<file path="src/include/lsu_params.svh">
/* load/store unit parameters
   data width, data memory size and default memory wait states */

`ifndef LSU_PARAMS_SVH
`define LSU_PARAMS_SVH

////////////////////////////////////////////////////////////////////////////
// data path
////////////////////////////////////////////////////////////////////////////

`define LSU_XLEN 32       // rv32 only

////////////////////////////////////////////////////////////////////////////
// data memory
////////////////////////////////////////////////////////////////////////////

`define LSU_AW 10         // byte address bits, 1 KiB
`define LSU_DMEM_WAIT 1   // idle cycles before ack

`endif
</file>
<file path="src/source/lsu_pkg.sv">
/* load/store unit package
   word, address, byte enable and funct3 types, funct3 codes, sequencer states */

`default_nettype none

`include "lsu_params.svh"

package lsu_pkg;

  typedef logic [`LSU_XLEN-1:0]   word_t;  // data word
  typedef logic [`LSU_XLEN-1:0]   adr_t;   // byte address, command side
  typedef logic [`LSU_XLEN/8-1:0] ben_t;   // one bit per byte lane
  typedef logic [2:0]             f3_t;    // funct3 access code

  // load codes
  localparam f3_t LB  = 3'b000;
  localparam f3_t LH  = 3'b001;
  localparam f3_t LW  = 3'b010;
  localparam f3_t LD  = 3'b011;  // rv64, rejected
  localparam f3_t LBU = 3'b100;
  localparam f3_t LHU = 3'b101;
  localparam f3_t LWU = 3'b110;  // rv64, rejected

  // store codes
  localparam f3_t SB  = 3'b000;
  localparam f3_t SH  = 3'b001;
  localparam f3_t SW  = 3'b010;
  localparam f3_t SD  = 3'b011;  // rv64, rejected

  // command sequencer
  typedef enum logic [1:0] {
    IDLE,    // waiting for cmd_req
    BUS,     // request on data bus
    RDWAIT,  // read data arrives
    RESP     // cmd_ack held
  } issue_state_t;

endpackage

`default_nettype wire

</file>
<file path="src/source/lsu_issue.sv">
/* load/store command sequencer
   four-phase host port, bus request control, read capture, error response */

`default_nettype none

module lsu_issue (
  input  logic             clk,
  input  logic             rst,
  // host command port
  input  logic             cmd_req,
  input  logic             cmd_we,
  input  lsu_pkg::f3_t     cmd_f3,
  input  lsu_pkg::word_t   cmd_adr,
  input  lsu_pkg::word_t   cmd_wdt,
  output logic             cmd_ack,
  output lsu_pkg::word_t   rsp_rdt,
  output logic             rsp_err,
  // alignment block
  output logic             en,
  output logic             we,
  output lsu_pkg::f3_t     f3,
  output lsu_pkg::word_t   adr,
  output lsu_pkg::word_t   wdt,
  input  logic             mal,
  input  logic             dly,
  input  lsu_pkg::word_t   rdt,
  // bus handshake, observed
  input  logic             ls_req,
  input  logic             ls_ack
);

  import lsu_pkg::*;

  issue_state_t state;
  logic         we_q;   // latched command
  f3_t          f3_q;
  adr_t         adr_q;
  word_t        wdt_q;
  logic         xfer;   // bus transfer this cycle

  assign xfer = ls_req & ls_ack;

  // idle shows the incoming command so mal is known at acceptance
  always_comb begin
    if (state == IDLE) begin
      we  = cmd_we;
      f3  = cmd_f3;
      adr = cmd_adr;
      wdt = cmd_wdt;
    end else begin
      we  = we_q;
      f3  = f3_q;
      adr = adr_q;
      wdt = wdt_q;
    end
  end

  assign en      = (state == BUS) || (state == RDWAIT);  // held through dly
  assign cmd_ack = (state == RESP);

  ////////////////////////////////////////////////////////////////////////////
  // state machine
  ////////////////////////////////////////////////////////////////////////////

  always_ff @(posedge clk or posedge rst) begin
    if (rst) begin
      state   <= IDLE;
      rsp_err <= 1'b0;
    end else begin
      case (state)
        IDLE:
          if (cmd_req) begin
            rsp_err <= mal;
            state   <= mal ? RESP : BUS;  // rejected, no bus cycle
          end
        BUS:
          if (xfer) state <= we_q ? RESP : RDWAIT;
        RDWAIT:
          if (dly) state <= RESP;
        RESP:
          if (!cmd_req) state <= IDLE;  // host released
        default: state <= IDLE;
      endcase
    end
  end

  // command and response payload
  always_ff @(posedge clk) begin
    if (state == IDLE && cmd_req) begin
      we_q    <= cmd_we;
      f3_q    <= cmd_f3;
      adr_q   <= cmd_adr;
      wdt_q   <= cmd_wdt;
      rsp_rdt <= '0;  // zero for errors and stores
    end else if (state == RDWAIT && dly) begin
      rsp_rdt <= rdt;  // extended load data
    end
  end

endmodule

`default_nettype wire

</file>
<file path="config.mk">
export PLATFORM = sky130hd
export DESIGN_NAME = lsu_issue
export DESIGN_NICKNAME = d
export VERILOG_FILES = /design/src/source/lsu_pkg.sv /design/src/source/lsu_issue.sv
export VERILOG_INCLUDE_DIRS = /design/src /design/src/include
export SDC_FILE = /design/constraint.sdc
export NUM_CORES = 1
export LEC_CHECK = 0
export BUFFER_PORTS_ARGS = -buffer_cell sky130_fd_sc_hd__buf_2
export CORE_MARGIN = 2
export CORE_UTILIZATION = 49
export DETAILED_ROUTE_END_ITERATION = 7
export PLACE_DENSITY_LB_ADDON = 0.25
export SETUP_SLACK_MARGIN = 0.15
export SLEW_MARGIN = 30
export SYNTH_ARGS = -nofsm -noshare
export SYNTH_HDL_FRONTEND = slang
export SYNTH_SLANG_ARGS = --single-unit
export TNS_END_PERCENT = 30
</file>
<file path="constraint.sdc">
create_clock -name clk -period 5.75 [get_ports clk]
set_input_delay 0.8625 -clock clk [delete_from_list [all_inputs] [get_ports clk]]
set_output_delay 0.8625 -clock clk [all_outputs]
set_load 0.01 [all_outputs]
</file>
==> impl_results.md <==
- Outcome: complete, no violations
- VDD IR-drop max: 265 uV
- Dpl hpwl: 7050 um
- Syn avg cell area: 13.6 um^2
- Post-Synthesis Cells: 307
- Endpoint class of the critical path: primary output
- Die width: 96.4 um
- Post-CTS setup buffers: 0
- Number of CTS-inserted buffers: 9
- TritonCTS clock tree: done
- Max Clock Freq: 277 MHz
- Drt total wl: 9590 um
- Synth cell count leaders: 68 x edfxtp_1, 65 x nand2_1, 42 x mux2_2
- IO buf count: 209
- Initial Utilization: 0.507
- Io pins: 210
- Distinct cells, synth: 20
- Latest clock arrival within the worst-skew pair: 350 ps
- Core Rows: 33
- Vias per inst: 4.98
- Setup_tns: 0 ps
- Hold_ws: 358 ps
- RSZ-0062 raised after global routing: false
- GRT Total Usage: 0.194
- Top fanout value on the critical path: 41
- Tot Pwr: 2570 uW
- Data required time of the worst path: 4890 ps
- Antenna Violating Nets Remaining: 0
- Worst Skew: 10.8 ps
- Antenna cell count: 0
- Slew HR: 0.508
- Residual DRC count: 0
- Wire per inst: 15.5 um
- Min Tclk post-route: 3610 ps
- Top FF cell, synth: edfxtp_1
- CP arrival: 2740 ps
- Hold_buf cts: 0
- CP Launch Type: register
- CP Class: reg -> out
- Power per cell area: 469 mW/mm^2
- CTS Buffer Depth: 2
- Yosys top cell area share: 0.488
- Static Leakage: 0.00236 uW
- First drt pass iteration count: 4
- CTS HTree Levels: 3
- Vias in the first global route: 2861
- Finished Cell Area: 0.00549 mm^2
- Final Cycle Share: 0.627
- GP Congestion: 0.744
- Post-synthesis net count: 418
- Hold WC Path Type: in -> async
- Vias: 3086
- Post-CTS sizing: 0
- Final hold vios: 0
- Worst-margin pin slew: 738 ps
- Pin count of the biggest net entering global routing: 54
- Most numerous cell in the Yosys netlist: edfxtp_1
- Nets: 621
- First-pass GRT wire length: 13600 um
- Fill cells: 670
- Std-Cell Core Area: 0.00826 mm^2
- Clock slew at reported path FFs: 90 ps
- Syn-to-layout area delta: 31.1%
- Layout cells sized above 1: 0.526
- Placement Cell Area: 0.00530 mm^2
- Die ar.: 0.00930 mm^2
- Synth area leader: edfxtp_1
- Root Driver: clkbuf_8
- Max Cap Viol: 0
- Grt ovf: 0
- Ys Warns: 0
- Max-slew violations: 0
- Post-Syn Area: 0.00419 mm^2
- EDFF count, synth: 68
- Seq cells post-synth: 103
- Die H: 96.4 um
- Seq/Total Area, Yosys: 0.659
- Sink Count: 103
- Initial antenna violation count: 0
- Synth area leaders: edfxtp_1 49%, dfxtp_1 15%, mux2_2 11%, mux2_1 7.3%, nand2_1 5.8%
- Final setup fails: 0
- DR iter-0 viols: 63
- Asr flop ratio synth: 0.0291
layout by cell type (no fill, tap or decap), drive strengths merged:
| cell type | n |
|---|---|
| a2111oi | 1 |
| a211oi | 1 |
| a21boi | 1 |
| a21oi | 33 |
| a22oi | 1 |
| and2 | 2 |
| buf | 211 |
| bufinv | 1 |
| clkbuf | 11 |
| clkinv | 3 |
| clkinvlp | 1 |
| dfrtp | 3 |
| dfxtp | 32 |
| edfxtp | 68 |
| ha | 4 |
| inv | 3 |
| mux2 | 69 |
| mux2i | 1 |
| nand2 | 65 |
| nor2 | 1 |
| nor2b | 2 |
| o21ai | 1 |
cell families (layout without fill, tap and decap cells):
| logic type | Yosys count | count (layout) | synth area share |
|---|---|---|---|
| adders and majority gates | 4 | 4 | 0.0120 |
| AOI/OAI and AO/OA | 38 | 38 | 0.0526 |
| and+or+nand+nor | 70 | 70 | 0.0651 |
| buffers and inverters | 22 | 230 | 0.0239 |
| muxes | 70 | 70 | 0.188 |
| DFF | 103 | 103 | 0.658 |
power breakdown:
group / switching, uW / total [uW] / internal, uW
registers: 74.9 / 1070 / 999
logic: 581 / 1060 / 480
clock network: 237 / 439 / 202
total: 893 / 2570 / 1680
layout make-up:
cell class / instances / area (um^2) / share of cell area
Clock inverter: 5 / 58.8 / 0.0107
Inverter: 3 / 11.3 / 0.00205
Sequential cell: 103 / 2760 / 0.502
Clock buffer: 11 / 131 / 0.0239
Timing Repair Buffer: 211 / 1060 / 0.193
Multi-Input combinational cell: 182 / 1340 / 0.244
Tap cell: 105 / 131 / 0.0239
through the flow:
step                      utilization  cells  worst slack [ps]
final                           0.665    620              2140
after global routing            0.665    620              1960
after CTS                       0.665    620              2090
after detailed placement        0.642    604              2490
after global placement          0.641    604              2600
after floorplan                     -    307              3230
path summary, 6_finish.rpt:
path | from | endpoint | slack [ps] | cells past startpoint
max | state[0]$_DFFE_PP0P_ | adr[15] | 2140 | 5
min | rst | state[0]$_DFFE_PP0P_ | 360 | 2
max reg2reg | state[0]$_DFFE_PP0P_ | adr_q[30]$_DFFE_PP_ | 2800 | 4
min reg2reg | rsp_rdt[13]$_SDFFE_PP0P_ | rsp_rdt[13]$_SDFFE_PP0P_ | 460 | 2
max in group asynchronous | rst | rsp_err$_DFFE_PP0P_ | 5260 | 2
min in group clk | rsp_rdt[13]$_SDFFE_PP0P_ | rsp_rdt[13]$_SDFFE_PP0P_ | 460 | 2
metal layers:
layer / vias to the layer above / wire length (um) / track usage
met1: 1436 / 3860 / 0.233
met2: 137 / 4650 / 0.319
li1: 1496 / - / -
met5: - / 0 / 0
met4: 0 / 153 / 0.0657
met3: 17 / 923 / 0.0760
registers in the layout, indices dropped and copies added (netlist names):
name	count
wdt_q	32
rsp_err	1
f3_q	3
adr_q	32
we_q	1
rsp_rdt	32
state	2
worst max-delay path: stages, from the launching register on:
cell and delay (ps):
dfrtp_1 420, inv_1 140, ha_2 690, buf_4 570, mux2_1 390, buf_2 150
Power figures use the tool's default switching activity.
