--- config.mk ---
export PLATFORM = sky130hd
export DESIGN_NAME = lsu_align
export DESIGN_NICKNAME = d
export VERILOG_FILES = /design/src/source/lsu_pkg.sv /design/src/source/lsu_align.sv
export VERILOG_INCLUDE_DIRS = /design/src /design/src/include
export SDC_FILE = /design/constraint.sdc
export NUM_CORES = 1
export LEC_CHECK = 0
export ABC_AREA = 1
export BUFFER_PORTS_ARGS = -buffer_cell sky130_fd_sc_hd__buf_4
export CAP_MARGIN = 20
export CELL_PAD_IN_SITES_DETAIL_PLACEMENT = 1
export CELL_PAD_IN_SITES_GLOBAL_PLACEMENT = 1
export CORE_MARGIN = 2
export CORE_UTILIZATION = 16
export DETAILED_ROUTE_END_ITERATION = 7
export PLACE_DENSITY = 0.85
export SLEW_MARGIN = 20
export SYNTH_ARGS = -nofsm -noshare
export SYNTH_HDL_FRONTEND = slang
export SYNTH_SLANG_ARGS = --single-unit
--- constraint.sdc ---
create_clock -name clk -period 0.8 [get_ports clk]
set_input_delay 0.04 -clock clk [delete_from_list [all_inputs] [get_ports clk]]
set_output_delay 0.04 -clock clk [all_outputs]
set_load 0.05 [all_outputs]
--- src/include/lsu_params.svh ---
/* load/store unit parameters
   data width, data memory size and default memory wait states */

`ifndef LSU_PARAMS_SVH
`define LSU_PARAMS_SVH

////////////////////////////////////////////////////////////////////////////
// data path
////////////////////////////////////////////////////////////////////////////

`define LSU_XLEN 32       // rv32 only

////////////////////////////////////////////////////////////////////////////
// data memory
////////////////////////////////////////////////////////////////////////////

`define LSU_AW 10         // byte address bits, 1 KiB
`define LSU_DMEM_WAIT 1   // idle cycles before ack

`endif
--- src/source/lsu_pkg.sv ---
/* load/store unit package
   word, address, byte enable and funct3 types, funct3 codes, sequencer states */

`default_nettype none

`include "lsu_params.svh"

package lsu_pkg;

  typedef logic [`LSU_XLEN-1:0]   word_t;  // data word
  typedef logic [`LSU_XLEN-1:0]   adr_t;   // byte address, command side
  typedef logic [`LSU_XLEN/8-1:0] ben_t;   // one bit per byte lane
  typedef logic [2:0]             f3_t;    // funct3 access code

  // load codes
  localparam f3_t LB  = 3'b000;
  localparam f3_t LH  = 3'b001;
  localparam f3_t LW  = 3'b010;
  localparam f3_t LD  = 3'b011;  // rv64, rejected
  localparam f3_t LBU = 3'b100;
  localparam f3_t LHU = 3'b101;
  localparam f3_t LWU = 3'b110;  // rv64, rejected

  // store codes
  localparam f3_t SB  = 3'b000;
  localparam f3_t SH  = 3'b001;
  localparam f3_t SW  = 3'b010;
  localparam f3_t SD  = 3'b011;  // rv64, rejected

  // command sequencer
  typedef enum logic [1:0] {
    IDLE,    // waiting for cmd_req
    BUS,     // request on data bus
    RDWAIT,  // read data arrives
    RESP     // cmd_ack held
  } issue_state_t;

endpackage

`default_nettype wire

--- src/source/lsu_align.sv ---
/* load/store alignment block
   misalignment check, byte lanes for writes, read extraction and extension */

`default_nettype none

`include "lsu_params.svh"

module lsu_align (
  input  logic                  clk,
  input  logic                  rst,
  // access from the sequencer
  input  logic                  en,      // access active
  input  logic                  we,      // store
  input  lsu_pkg::f3_t          f3,
  input  lsu_pkg::word_t        adr,     // byte address
  input  lsu_pkg::word_t        wdt,     // store data, right aligned
  output lsu_pkg::word_t        rdt,     // load data, extended
  output logic                  mal,     // misaligned or illegal
  output logic                  dly,     // read data valid
  // data bus
  output logic                  ls_req,
  output logic                  ls_wen,
  output logic [`LSU_AW-1:0]    ls_adr,
  output lsu_pkg::ben_t         ls_ben,
  output lsu_pkg::word_t        ls_wdt,
  input  lsu_pkg::word_t        ls_rdt,
  input  logic                  ls_ack
);

  import lsu_pkg::*;

  localparam int unsigned WW = $clog2(`LSU_XLEN/8);  // byte offset bits

  logic [WW-1:0] ofs;  // byte offset in word

  assign ofs = adr[WW-1:0];

  ////////////////////////////////////////////////////////////////////////////
  // bus control
  ////////////////////////////////////////////////////////////////////////////

  assign ls_req = en & ~dly;  // no re-request in read data cycle
  assign ls_wen = we;
  assign ls_adr = {adr[`LSU_AW-1:WW], WW'(0)};  // word aligned

  // misalignment, rv64 codes count as illegal
  always_comb begin
    if (we) begin
      case (f3)
        SB:      mal = 1'b0;
        SH:      mal = ofs[0];
        SW:      mal = |ofs;
        default: mal = 1'b1;  // SD and unused
      endcase
    end else begin
      case (f3)
        LB, LBU: mal = 1'b0;
        LH, LHU: mal = ofs[0];
        LW:      mal = |ofs;
        default: mal = 1'b1;  // LD, LWU, unused
      endcase
    end
  end

  ////////////////////////////////////////////////////////////////////////////
  // write lanes
  ////////////////////////////////////////////////////////////////////////////

  always_comb begin
    if (we) begin
      case (f3)
        SB:      ls_ben = ben_t'(4'b0001 << ofs);
        SH:      ls_ben = ben_t'(4'b0011 << ofs);
        SW:      ls_ben = ben_t'(4'b1111);
        default: ls_ben = '0;
      endcase
    end else begin
      ls_ben = '1;  // reads fetch the whole word
    end
  end

  // mask then shift into lane
  always_comb begin
    case (f3)
      SB:      ls_wdt = (wdt & word_t'(8'hff))   << {ofs, 3'b000};
      SH:      ls_wdt = (wdt & word_t'(16'hffff)) << {ofs, 3'b000};
      SW:      ls_wdt = wdt;
      default: ls_wdt = '0;
    endcase
  end

  ////////////////////////////////////////////////////////////////////////////
  // read extraction
  ////////////////////////////////////////////////////////////////////////////

  always_comb begin : blk_rdt
    word_t tmp;
    tmp = ls_rdt >> {ofs, 3'b000};  // addressed lane to bit 0
    case (f3)
      LB:      rdt = word_t'($signed(tmp[7:0]));
      LH:      rdt = word_t'($signed(tmp[15:0]));
      LW:      rdt = tmp;
      LBU:     rdt = word_t'(tmp[7:0]);
      LHU:     rdt = word_t'(tmp[15:0]);
      default: rdt = '0;
    endcase
  end

  // high in the cycle after an acknowledged read
  always_ff @(posedge clk or posedge rst) begin
    if (rst) begin
      dly <= 1'b0;
    end else begin
      dly <= ls_req & ls_ack & ~ls_wen;
    end
  end

endmodule

`default_nettype wire

==> out/results.txt, run 1 <==
The first routing iteration left 75 violations. Subtracting the final worst setup slack from the clock period gives 1.23 ns. Category of the critical setup timing path: in2out. The max capacitance violation total was 0; the chip width was 104 um. Total chip power: 0.00398 W. Derived from the worst setup path, the maximum achievable clock frequency is 812 MHz. The part of the power in the clock network came out at 0.

The setup check on the worst reg-to-reg path leaves a slack of 0.04 ns. In the final routing, the length of wire on met1 measures 5.13 mm. Ranked by instance count, the synthesized netlist is headed by sky130_fd_sc_hd__nand2_1 (227), sky130_fd_sc_hd__nand3_1 (39), sky130_fd_sc_hd__inv_1 (19), sky130_fd_sc_hd__buf_4 (16), sky130_fd_sc_hd__nor2_1 (16). The worst clock skew on the final layout is 0 ns. In this run the cell area of the synthesized design comes to 1590 um^2.

The detailed-router iteration count before antenna repair is 4. For this design the static power due to leakage is 2.94 nW. The share of flip-flops with an asynchronous set or reset after synthesis is 1.00, and the placer's final routability congestion estimate is 0.812.

186 I/O pins were placed. The tools report the initial cell density of the core as 0.164. The most frequent cell after synthesis was sky130_fd_sc_hd__nand2_1.

The die covers 10800 um^2. Summed over all layers, the global routing overflow is 0. The sequential share of the synthesized area is 0.0157.

After legalization and detailed placement, the total HPWL measured 9.00 mm. The number of nets at the end of the flow is 672. In this run the worst path has a maximum fanout of 6.

The fraction of power consumed by sequential logic is 0.014, and the number of cells produced by synthesis is 360. The arrival time reported for the critical path endpoint is 1.19 ns, and the number of vias after detailed routing is 3334. The most frequently used flop master after synthesis was sky130_fd_sc_hd__dfrtp_1. In the routed layout, each cell is associated on average with a via count of 4.77. The post-synthesis cell type count came out at 22.

After floorplanning, the core was divided into 36 placement rows. During placement, the flow inserted port buffers numbering 145. Setup repair after global routing could not meet its margin everywhere.

The total internal power came out at 0.00173 W. For hold timing, the worst endpoint is ls_adr[5]. Initial antenna violation count: 0. The worst register-to-register path has a depth of 3.

The total routing resource utilization after global routing is 0.238, and the instance area after placement is 4250 um^2. Area of all placed cells without fillers: 5820 um^2. The routed design uses 671 um of met3 wire. The required time of the worst setup path is 0.76 ns. During synthesis, Yosys emitted a total of 0 warnings. Dividing the detail-routed wire length by the instance count gives 21.1 um.

The worst register-to-register path ends at dly. The worst hold path was traced through 0 stages. The total net switching power is 0.00225 W. The residual antenna-violating net count after detailed routing came out at 0. Pin count of the biggest net entering global routing: 15. By area the synthesized netlist is led by sky130_fd_sc_hd__nand2_1 (54%), sky130_fd_sc_hd__nand3_1 (12%), sky130_fd_sc_hd__buf_4 (7.5%).

The final layout contains routed wiring with a total length of 14.8 mm. Setup violations remaining at the end of the flow were counted as 69. The worst-case IR drop observed on VDD is 0.000268 V.

The uppermost layer routed is met4. The tools report the final hold violation count as 0. The run finished, with violations left.

From bottom edge to top edge, the die measures 104 um. The mean instance size in the synthesized netlist came out at 4.42 um^2. Launch point of the worst reg-to-reg path: dly. STA classifies the critical path endpoint as an output port. Placeable core region: 9730 um^2. Before CTS, the worst setup slack after placement is -0.499 ns. The tools report the startpoint class of the critical path as a primary input. The final reports fail on setup timing. In the final layout, the registers with the most flip-flops are dly (1).

Type of the tightest min-delay check: in2out. The synthesized flop and latch total works out to 1. The antenna diode count was 0; the final clock period utilization by the worst path was 1.54.

The share of Yosys cell area claimed by the top area cell type was 0.535. The tools report the final number of max-transition violations as 0. The flip-flop count of the largest register after layout is 1. The share of total power consumed by net switching was 0.564; the worst setup slack after layout was -0.431 ns. The count of flip-flops with a built-in enable after synthesis was 0. Fill cells in the final layout number 1085.

Ranked by flip-flop count, first place goes to dly. The source-to-sink clock delay at the later pin of the worst-skew pair was 0 ns; the relative contribution of combinational cells to total power was 0.986. Compared with the post-synthesis result, the final layout area differs by 265%. The cell type contributing the most total cell area after synthesis is sky130_fd_sc_hd__nand2_1.

Via count of the first global-routing pass: 3776. In this run the most critical hold path is launched from adr[5]. Power spread over the standard cell area amounts to 684 nW/um^2. The share of post-route cells with drive strength above 1 was 0.783. The first global-routing pass estimated 20.7 mm of wire.

The tools report the remaining design rule violation count as 0. Wire segments on met2 add up to 8.59 mm in the final route.
==> power by group through the flow <==
stage                     combinational (W)  sequential (W)  clock (W)
after detailed placement            0.00292       0.0000562          0
final                               0.00392       0.0000564          0
after CTS                           0.00359       0.0000562          0
after global routing                0.00407       0.0000563          0
after global placement              0.00284       0.0000558          0
after floorplan                     0.00189       0.0000629          0
==> cell type report <==
type                    count  area, um^2  share of cell area
well taps                 133         166              0.0286
inverters                  22         135              0.0232
flip-flops and latches      1        26.3             0.00452
multi-input cells         314        2810               0.484
repair buffers            229        2680               0.460
==> critical path, cell delays in order <==
cell and delay (ns):
sky130_fd_sc_hd__buf_8 0.11, sky130_fd_sc_hd__nor2_4 0.15, sky130_fd_sc_hd__buf_6 0.13, sky130_fd_sc_hd__nand2_8 0.09
sky130_fd_sc_hd__a21oi_4 0.26, sky130_fd_sc_hd__nand2_1 0.17, sky130_fd_sc_hd__nand2_4 0.09, sky130_fd_sc_hd__buf_6 0.15
==> routing by layer <==
layer,vias to the layer above,global-route usage
li1,1527,-
met1,1637,0.244
met2,137,0.495
met3,33,0.0296
met4,0,0.0647
met5,-,0
==> through the flow <==
step           cells  TNS [ns]  utilization  hold slack (ns)
2_1_floorplan    361     -5.99            -           -0.231
3_3_place_gp     672    -27.86        0.437           -0.117
3_5_place_dp     672    -30.47        0.437          -0.0961
4_1_cts          691    -20.61        0.554           0.0804
5_1_grt          699    -25.51        0.598           0.0801
6_report         699    -22.92        0.598           0.0800
==> worst max-delay path by stage <==
stage | startpoint | endpoint | depth (start not counted)
2_1_floorplan | dly | dly | 3
5_1_grt | f3[2] | ls_wdt[30] | 8
4_1_cts | f3[2] | ls_wdt[30] | 8
3_5_place_dp | f3[0] | ls_wdt[30] | 7
3_3_place_gp | f3[0] | ls_wdt[24] | 7
6_report | f3[2] | ls_wdt[30] | 8
==> cell families (layout without fill, tap and decap cells) <==
kind of cell	after synthesis	count (layout)	share of synthesized area
compound gates	20	22	0.0770
buf+inv	49	251	0.173
flops	1	1	0.0157
other cells	1	2	0.00236
simple gates	289	290	0.732
==> repair_timing <==
item                                    4_1_cts  5_1_grt
hold buffers                                  1        0
endpoints found under the hold margin         1        0
resized for setup                           245       90
endpoints found under the setup margin       69       69
setup buffers                                14       12
gates cloned                                  5        2
pin swaps                                    46       63
==> layout by cell type (no fill, tap or decap), drive strengths merged <==
cell,synthesis,layout
a21oi,5,6
a31oi,7,7
buf,26,226
clkbuf,1,2
clkinv,0,1
conb,1,2
dfrtp,1,1
dlygate4sd3,0,1
inv,22,21
nand2,230,230
nand3,40,41
nor2,19,19
o211ai,1,1
o21ai,7,8
(Power assumes the default switching activity.)
==> inputs of run 2 (changes only) <==
MAX_ROUTING_LAYER = met4   (was default)
SKIP_LAST_GASP = 1   (was default)
==> run 2 against run 1 <==
Net effect: the run still ends with setup timing left; clock skew did not move; worst hold slack is the same; sequential share of layout area about the same; critical path depth rose by 2; largest power group unchanged; via count rose by 0.24%; utilization down 1.0 points; die area stayed put; total power down 1.8%; combinational power decreased by 2%; register-to-register slack better by 0.03 ns; worst setup slack got worse by 0.019 ns; maximum frequency down 1.6%.
==> out/results.txt, run 2 (same netlist as run 1, synthesis figures left out) <==
The placeable core region is 9730 um^2 (unchanged), and the antenna diode count is 0 (unchanged). The required time of the worst setup path was 0.76 ns (about the same); the share of post-route cells with drive strength above 1 was 0.757 (-0.0256). For the remaining design rule violation count, the log shows 0 (unchanged).

For the residual antenna-violating net count after detailed routing, the log shows 0 (unchanged). Leaving out fill and tap cells, the most frequent cells in the layout are sky130_fd_sc_hd__buf_4 (107), sky130_fd_sc_hd__nand2_1 (98), sky130_fd_sc_hd__nand2_4 (68), sky130_fd_sc_hd__buf_8 (55), sky130_fd_sc_hd__nand2_2 (53). The checks that failed: setup timing. The tools report the launch point of the worst reg-to-reg path as dly.

The path class of the tightest hold or removal check is in2out. The total chip power came out at 0.00391 W (-1.8%). The most common cell after layout, fill and taps aside is sky130_fd_sc_hd__buf_4. The routed wire length per instance was 20.6 um (-2.5%).

Overflow left after global routing: 0 (unchanged). The chip width is 104 um (unchanged). The static leakage power was 2.87 nW (-2.2%). The tools report the met3 wire length as 613 um (-8.6%). The maximum frequency from static timing analysis is 800 MHz (-1.6%), and the die area is 10800 um^2 (unchanged). The uppermost layer routed is met4. The path depth of the worst reg2reg path was 3 (unchanged); the worst supply voltage drop on vdd was 0.000292 V (+8.9%). The first-pass GRT wire length came out at 20.3 mm (-1.9%). For the worst clock skew on the final layout, the log shows 0 ns (unchanged).

Counting flops per register, the top entry is dly. Compared with the post-synthesis result, the final layout area differs by 259%. The height of the die is 104 um (unchanged), and the detailed-router iteration count before antenna repair is 4 (unchanged).

The critical path is of the in2out type. For the register-to-register setup slack, the log shows 0.07 ns (+0.03 ns). The power density relative to cell area is 684 nW/um^2 (about the same).

The logs give 186 (unchanged) for the count of boundary I/O pins and 0.00219 W (-2.4%) for the total net switching power. The flip-flop count of the largest register after layout works out to 1 (unchanged). The final period demand of the worst path came out at 1.25 ns (+0.0194 ns). The max capacitance violation total is 0 (unchanged). The largest registers in the layout are dly (1). The tools report the start point of the critical path as adr[1]. The part of the power in the clock network is 0 (unchanged).

The largest incremental delay on the critical path came out at 0.16 ns (-0.10 ns). The total of buffers placed on input and output ports works out to 145 (unchanged). The initial cell density of the core was 0.164 (unchanged); the fraction of power consumed by sequential logic was 0.014 (about the same).

The half-perimeter wire length after detailed placement was 9.00 mm (unchanged); the final number of max-transition violations was 0 (unchanged). For the number of setup violations in the final report, the log shows 69 (unchanged). The source-to-sink clock delay at the later pin of the worst-skew pair was 0 ns (unchanged); the fill cell total of the finished layout was 1084 (-0.092%). The via density per instance is 4.77 (about the same). The largest fanout on the critical path is 5 (-1). The tools report the endpoint type of the worst setup path as an output port. Traced cell by cell, the critical path runs through buf_12 > buf_4 > inv_6 > nor2_4 > buf_4 > nor2_1 > nand2_1 > nand2_1 > nand2_4 > buf_6. The logs give 14.4 mm (-2.3%) for the final wirelength and 0.239 (+0.00122) for the total routing resource utilization after global routing. The pin count of the biggest net entering global routing is 15 (unchanged), and the arrival time reported for the critical path endpoint is 1.21 ns (+0.02 ns).

The worst setup slack after layout is -0.451 ns (-0.0194 ns), and the share of total power consumed by net switching is 0.561 (-0.00352). The flow ran to the end, but the final reports show violations. The number of nets at the end of the flow is 674 (+0.30%).

The tools report the capture point of the worst reg-to-reg path as dly. The number of core rows is 36 (unchanged). Setup repair after global routing could not meet its margin everywhere.

The initial antenna violation count was 0 (unchanged); the detailed-routed wire length on met2 was 8.54 mm (-0.61%). The final clock period utilization by the worst path works out to 1.56 (+0.0243). For the number of vias after detailed routing, the log shows 3342 (+0.24%).

The placer's final routability congestion estimate is 0.824 (+1.5%), and the via count of the first global-routing pass is 3792 (+0.42%). The logs give 0.986 (about the same) for the relative contribution of combinational cells to total power and 0.00172 W (-0.99%) for the total internal power. For the number of violations reported at the end of detailed-routing iteration 0, the log shows 61 (-19%). Among all stages on the critical path, the largest delay is contributed by sky130_fd_sc_hd__nor2_1. The worst setup path is launched from a primary input. The number of non-filler instances in the completed layout is 701 (+0.29%), and the final hold violation count is 0 (unchanged).

The run gives 672 (unchanged) as the number of instances in the placed design. In this run the worst setup path terminates at ls_ben[2]. The run gives 4.93 mm (-4.0%) as the wire length on met1.
-- run 2: cell types whose count changed in the layout (fill, tap and decap cells not counted), sizes merged --
| cell | previous run | this run |
|---|---|---|
| buf | 226 | 227 |
| clkbuf | 2 | 3 |
-- run 2: timing repair --
action	CTS	global route
setup endpoints to repair	69	70
resized for setup	217	76
hold buffers	1	0
setup buffers	14	9
gates cloned	5	3
pin swaps	46	52
endpoints found under the hold margin	1	0
-- run 2: how the worst min path moves through the flow --
stage	start	end	slack, ns	cells after the start
2_1_floorplan	rst	dly	-0.23	1
3_3_place_gp	rst	dly	-0.12	2
3_5_place_dp	rst	dly	-0.1	2
4_1_cts	adr[6]	ls_adr[6]	0.08	0
5_1_grt	adr[8]	ls_adr[8]	0.08	0
6_report	adr[5]	ls_adr[5]	0.08	0
-- run 2: per-stage QoR --
step	instance area, um^2	setup slack, ns	setup TNS [ns]	hold WS, ns	utilization
floorplan	2630	-0.255	-5.99	-0.231	-
CTS	5290	-0.362	-20.85	0.0804	0.544
detailed placement	4250	-0.499	-30.47	-0.0961	0.437
global placement	4250	-0.466	-27.86	-0.117	0.437
global route	5720	-0.492	-25.97	0.0801	0.587
finish	5720	-0.451	-23.04	0.0800	0.587
-- run 2: layout make-up --
cell class	instances	area, um^2	share of cell area
inverter	22	133	0.0232
sequential	1	26.3	0.00460
multi-input combinational	314	2680	0.470
tap	133	166	0.0291
timing repair buffer	231	2710	0.474
-- run 2: layer usage --
metal  GRT usage  vias up
met2       0.490      136
met1       0.239     1648
met4      0.0598        0
li1            -     1530
met5           -        -
met3      0.0233       28
-- run 2: power groups by stage --
stage / Clock (W) / Combinational [W] / Sequential (W)
after floorplan: 0 / 0.00189 / 0.0000629
after global placement: 0 / 0.00284 / 0.0000558
after detailed placement: 0 / 0.00292 / 0.0000562
after CTS: 0 / 0.00353 / 0.0000562
after global routing: 0 / 0.00400 / 0.0000562
final: 0 / 0.00385 / 0.0000562
-- run 2: worst max-delay path, delay by kind of cell --
family | cells | cell delay (ns)
buf+inv | 5 | 0.62
simple gates | 5 | 0.55
==> inputs of run 3 (changes only) <==
==> constraint.sdc (replaced) <==
create_clock -name clk -period 0.8 [get_ports clk]
set_input_delay 0.04 -clock clk [delete_from_list [all_inputs] [get_ports clk]]
set_output_delay 0.04 -clock clk [all_outputs]
set_load 0.1 [all_outputs]
==> run 3 against run 2 <==
Net effect: the run still ends with setup timing left; critical path type unchanged; largest power group unchanged; via count is 1.6% higher; sequential share of layout area is essentially flat; worst hold slack barely moved; total power grew 32%; global-route usage increased by 1.2 points; sequential cell count unchanged; highest routed layer unchanged.
==> out/results.txt, run 3 (same netlist as run 1, synthesis figures left out) <==
The worst setup slack after layout was -0.518 ns (-0.0670 ns). The share of the core filled with cells in the final layout came out at 0.652 (+0.0646). For the number of setup violations in the final report, the log shows 72 (+4.3%). The min-delay analysis places its worst path in the category in2out. Setup repair after global routing could not meet its margin everywhere. Final clock period utilization by the worst path: 1.65 (+0.0838). The via density per instance was 4.87 (+2.1%). The number of core rows came out at 36 (unchanged).

The power density relative to cell area was 814 nW/um^2 (+19%); the share of post-route cells with drive strength above 1 was 0.777 (+0.0196). The final number of max-transition violations is 0 (unchanged). The placer's final routability congestion estimate was 0.824 (about the same); the source-to-sink clock delay at the later pin of the worst-skew pair was 0 ns (unchanged). The worst clock skew on the final layout is 0 ns (unchanged), and the max capacitance violation total is 0 (unchanged). The die area came out at 10800 um^2 (unchanged). Most flop-heavy register: dly.

The antenna diode count was 0 (unchanged). The worst hold-check slack is 0.0800 ns (+0.0000219 ns). The residual antenna-violating net count after detailed routing came out at 0 (unchanged).

The number of buffer and inverter stages on the critical path works out to 5 (unchanged). The flow ran to the end, but the final reports show violations. For the pin count of the biggest net entering global routing, the log shows 13 (-2).

The detailed-routed wire length on met2 is 8.98 mm (+5.2%), and the initial cell density of the core is 0.164 (unchanged). Leaving out fill and tap cells, the most frequent cells in the layout are sky130_fd_sc_hd__buf_4 (111), sky130_fd_sc_hd__nand2_1 (94), sky130_fd_sc_hd__buf_12 (87), sky130_fd_sc_hd__nand2_2 (59), sky130_fd_sc_hd__nand2_8 (46). The run gives 0 (unchanged) as the initial antenna violation count. The first-pass GRT wire length was 21.2 mm (+4.5%); the number of violations reported at the end of detailed-routing iteration 0 was 108 (+77%).

The total of buffers placed on input and output ports was 145 (unchanged); the instance area after placement was 4560 um^2 (+7.2%). The routed wire length per instance is 22.7 um (+10%). The signal on the critical path passes through buf_12 > inv_12 > buf_4 > nand2_1 > o21ai_0 > buf_4 > nand2_2 > nand2_8 > buf_12. The number of nets at the end of the flow was 670 (-0.59%). The final hold violation count came out at 0 (unchanged). The largest fanout on the critical path is 8 (+3). The run gives 5.59 mm (+13%) as the wire length on met1.

The area of all placed cells without fillers came out at 6340 um^2 (+11%). Compared with the post-synthesis result, the final layout area differs by 299%. The detailed-router iteration count before antenna repair is 4 (unchanged), and the overflow left after global routing is 0 (unchanged). The largest registers in the layout are dly (1). Placeable core region: 9730 um^2 (unchanged). The cell family contributing the most delay on the critical path is buffers and inverters.

The total routing resource utilization after global routing came out at 0.252 (+0.0123). The largest incremental delay on the critical path works out to 0.25 ns (+0.09 ns). Leaving out fill and tap cells, the most frequent cell in the layout is sky130_fd_sc_hd__buf_4.

For the arrival time reported for the critical path endpoint, the log shows 1.28 ns (+0.07 ns). The run gives 0 (unchanged) as the remaining design rule violation count. STA classifies the critical path startpoint as a primary input. The run gives 722 um (+18%) as the met3 wire length. Chip width: 104 um (unchanged).

For this design, the slowest cell found on the critical path is sky130_fd_sc_hd__o21ai_0. By startpoint and endpoint, the worst setup path is classified as in2out. The required time of the worst setup path is 0.76 ns (about the same).

The run gives 3394 (+1.6%) as the number of vias after detailed routing. Flip-flop count of the largest register after layout: 1 (unchanged). For the final wirelength, the log shows 15.8 mm (+9.7%).

For the half-perimeter wire length after detailed placement, the log shows 9.34 mm (+3.7%). The count of boundary I/O pins was 186 (unchanged); the final period demand of the worst path was 1.32 ns (+0.0670 ns). The static leakage power was 2.97 nW (+3.5%). Routed signal wires occupy layers up through met4. The tools report the worst supply voltage drop on vdd as 0.000455 V (+56%). The height of the die came out at 104 um (unchanged).

The via count of the first global-routing pass was 3807 (+0.40%). The maximum frequency from static timing analysis came out at 759 MHz (-5.1%). The endpoint type of the worst setup path is an output port. The checks that failed: setup timing.
[run 3: cell count changes in the layout (fill, tap and decap cells not counted), sizes merged]
cell,previous run,this run
inv,21,23
o21ai,8,7
clkinv,1,0
buf,227,225
clkbuf,3,2
a21oi,6,5
[run 3: path summary, 6_finish.rpt]
kind                             start         end  slack [ns]  cells past startpoint
max in group asynchronous          rst         dly        0.16                      3
worst max-delay path            adr[0]  ls_wdt[29]       -0.52                      9
worst min register to register     dly         dly        0.73                      4
min in group asynchronous          rst         dly        0.49                      3
worst min-delay path            adr[8]   ls_adr[8]        0.08                      0
worst max register to register     dly         dly       -0.26                      4
[run 3: final cells by class]
type | count | area [um^2]
fillers | 1039 | 3390
multi-input cells | 312 | 3020
repair buffers | 228 | 3000
well taps | 133 | 166
inverters | 22 | 126
flip-flops and latches | 1 | 28.8
repair inverters | 1 | 6.26
[run 3: worst register-to-register path, cell delays in order (launching register included)]
cell and delay (ns):
sky130_fd_sc_hd__dfrtp_4 0.48, sky130_fd_sc_hd__nor2_4 0.16, sky130_fd_sc_hd__buf_6 0.12, sky130_fd_sc_hd__nand2_4 0.04
sky130_fd_sc_hd__nor2_2 0.17
[run 3: what timing repair did]
action	CTS	global route
pin swaps	23	37
gates cloned	5	2
setup buffers	4	9
hold buffers	1	0
endpoints found under the hold margin	1	0
setup endpoints to repair	71	71
resized for setup	253	109
[run 3: stage by stage]
step                      TNS, ns  power, W  cells  setup slack, ns
after global placement     -34.37   0.00386    677           -0.567
after detailed placement   -35.82   0.00394    677           -0.598
after CTS                  -24.96   0.00473    687           -0.446
after global routing       -30.07   0.00531    697           -0.535
after floorplan            -15.45   0.00299    361           -0.602
final                      -27.35   0.00517    697           -0.518
[run 3: power breakdown]
| group | switching, W | leakage [nW] | total, W | internal [W] |
|---|---|---|---|---|
| combinational | 0.00318 | 2.96 | 0.00511 | 0.00193 |
| clock | 0 | 0 | 0 | 0 |
| sequential | 0.00000302 | 0.0117 | 0.0000579 | 0.0000549 |
| total | 0.00318 | 2.97 | 0.00517 | 0.00199 |
[run 3: routing by layer]
layer | vias to the layer above | global-route usage
met3 | 42 | 0.0296
met5 | - | -
li1 | 1524 | -
met4 | 0 | 0.0676
met2 | 149 | 0.509
met1 | 1679 | 0.251
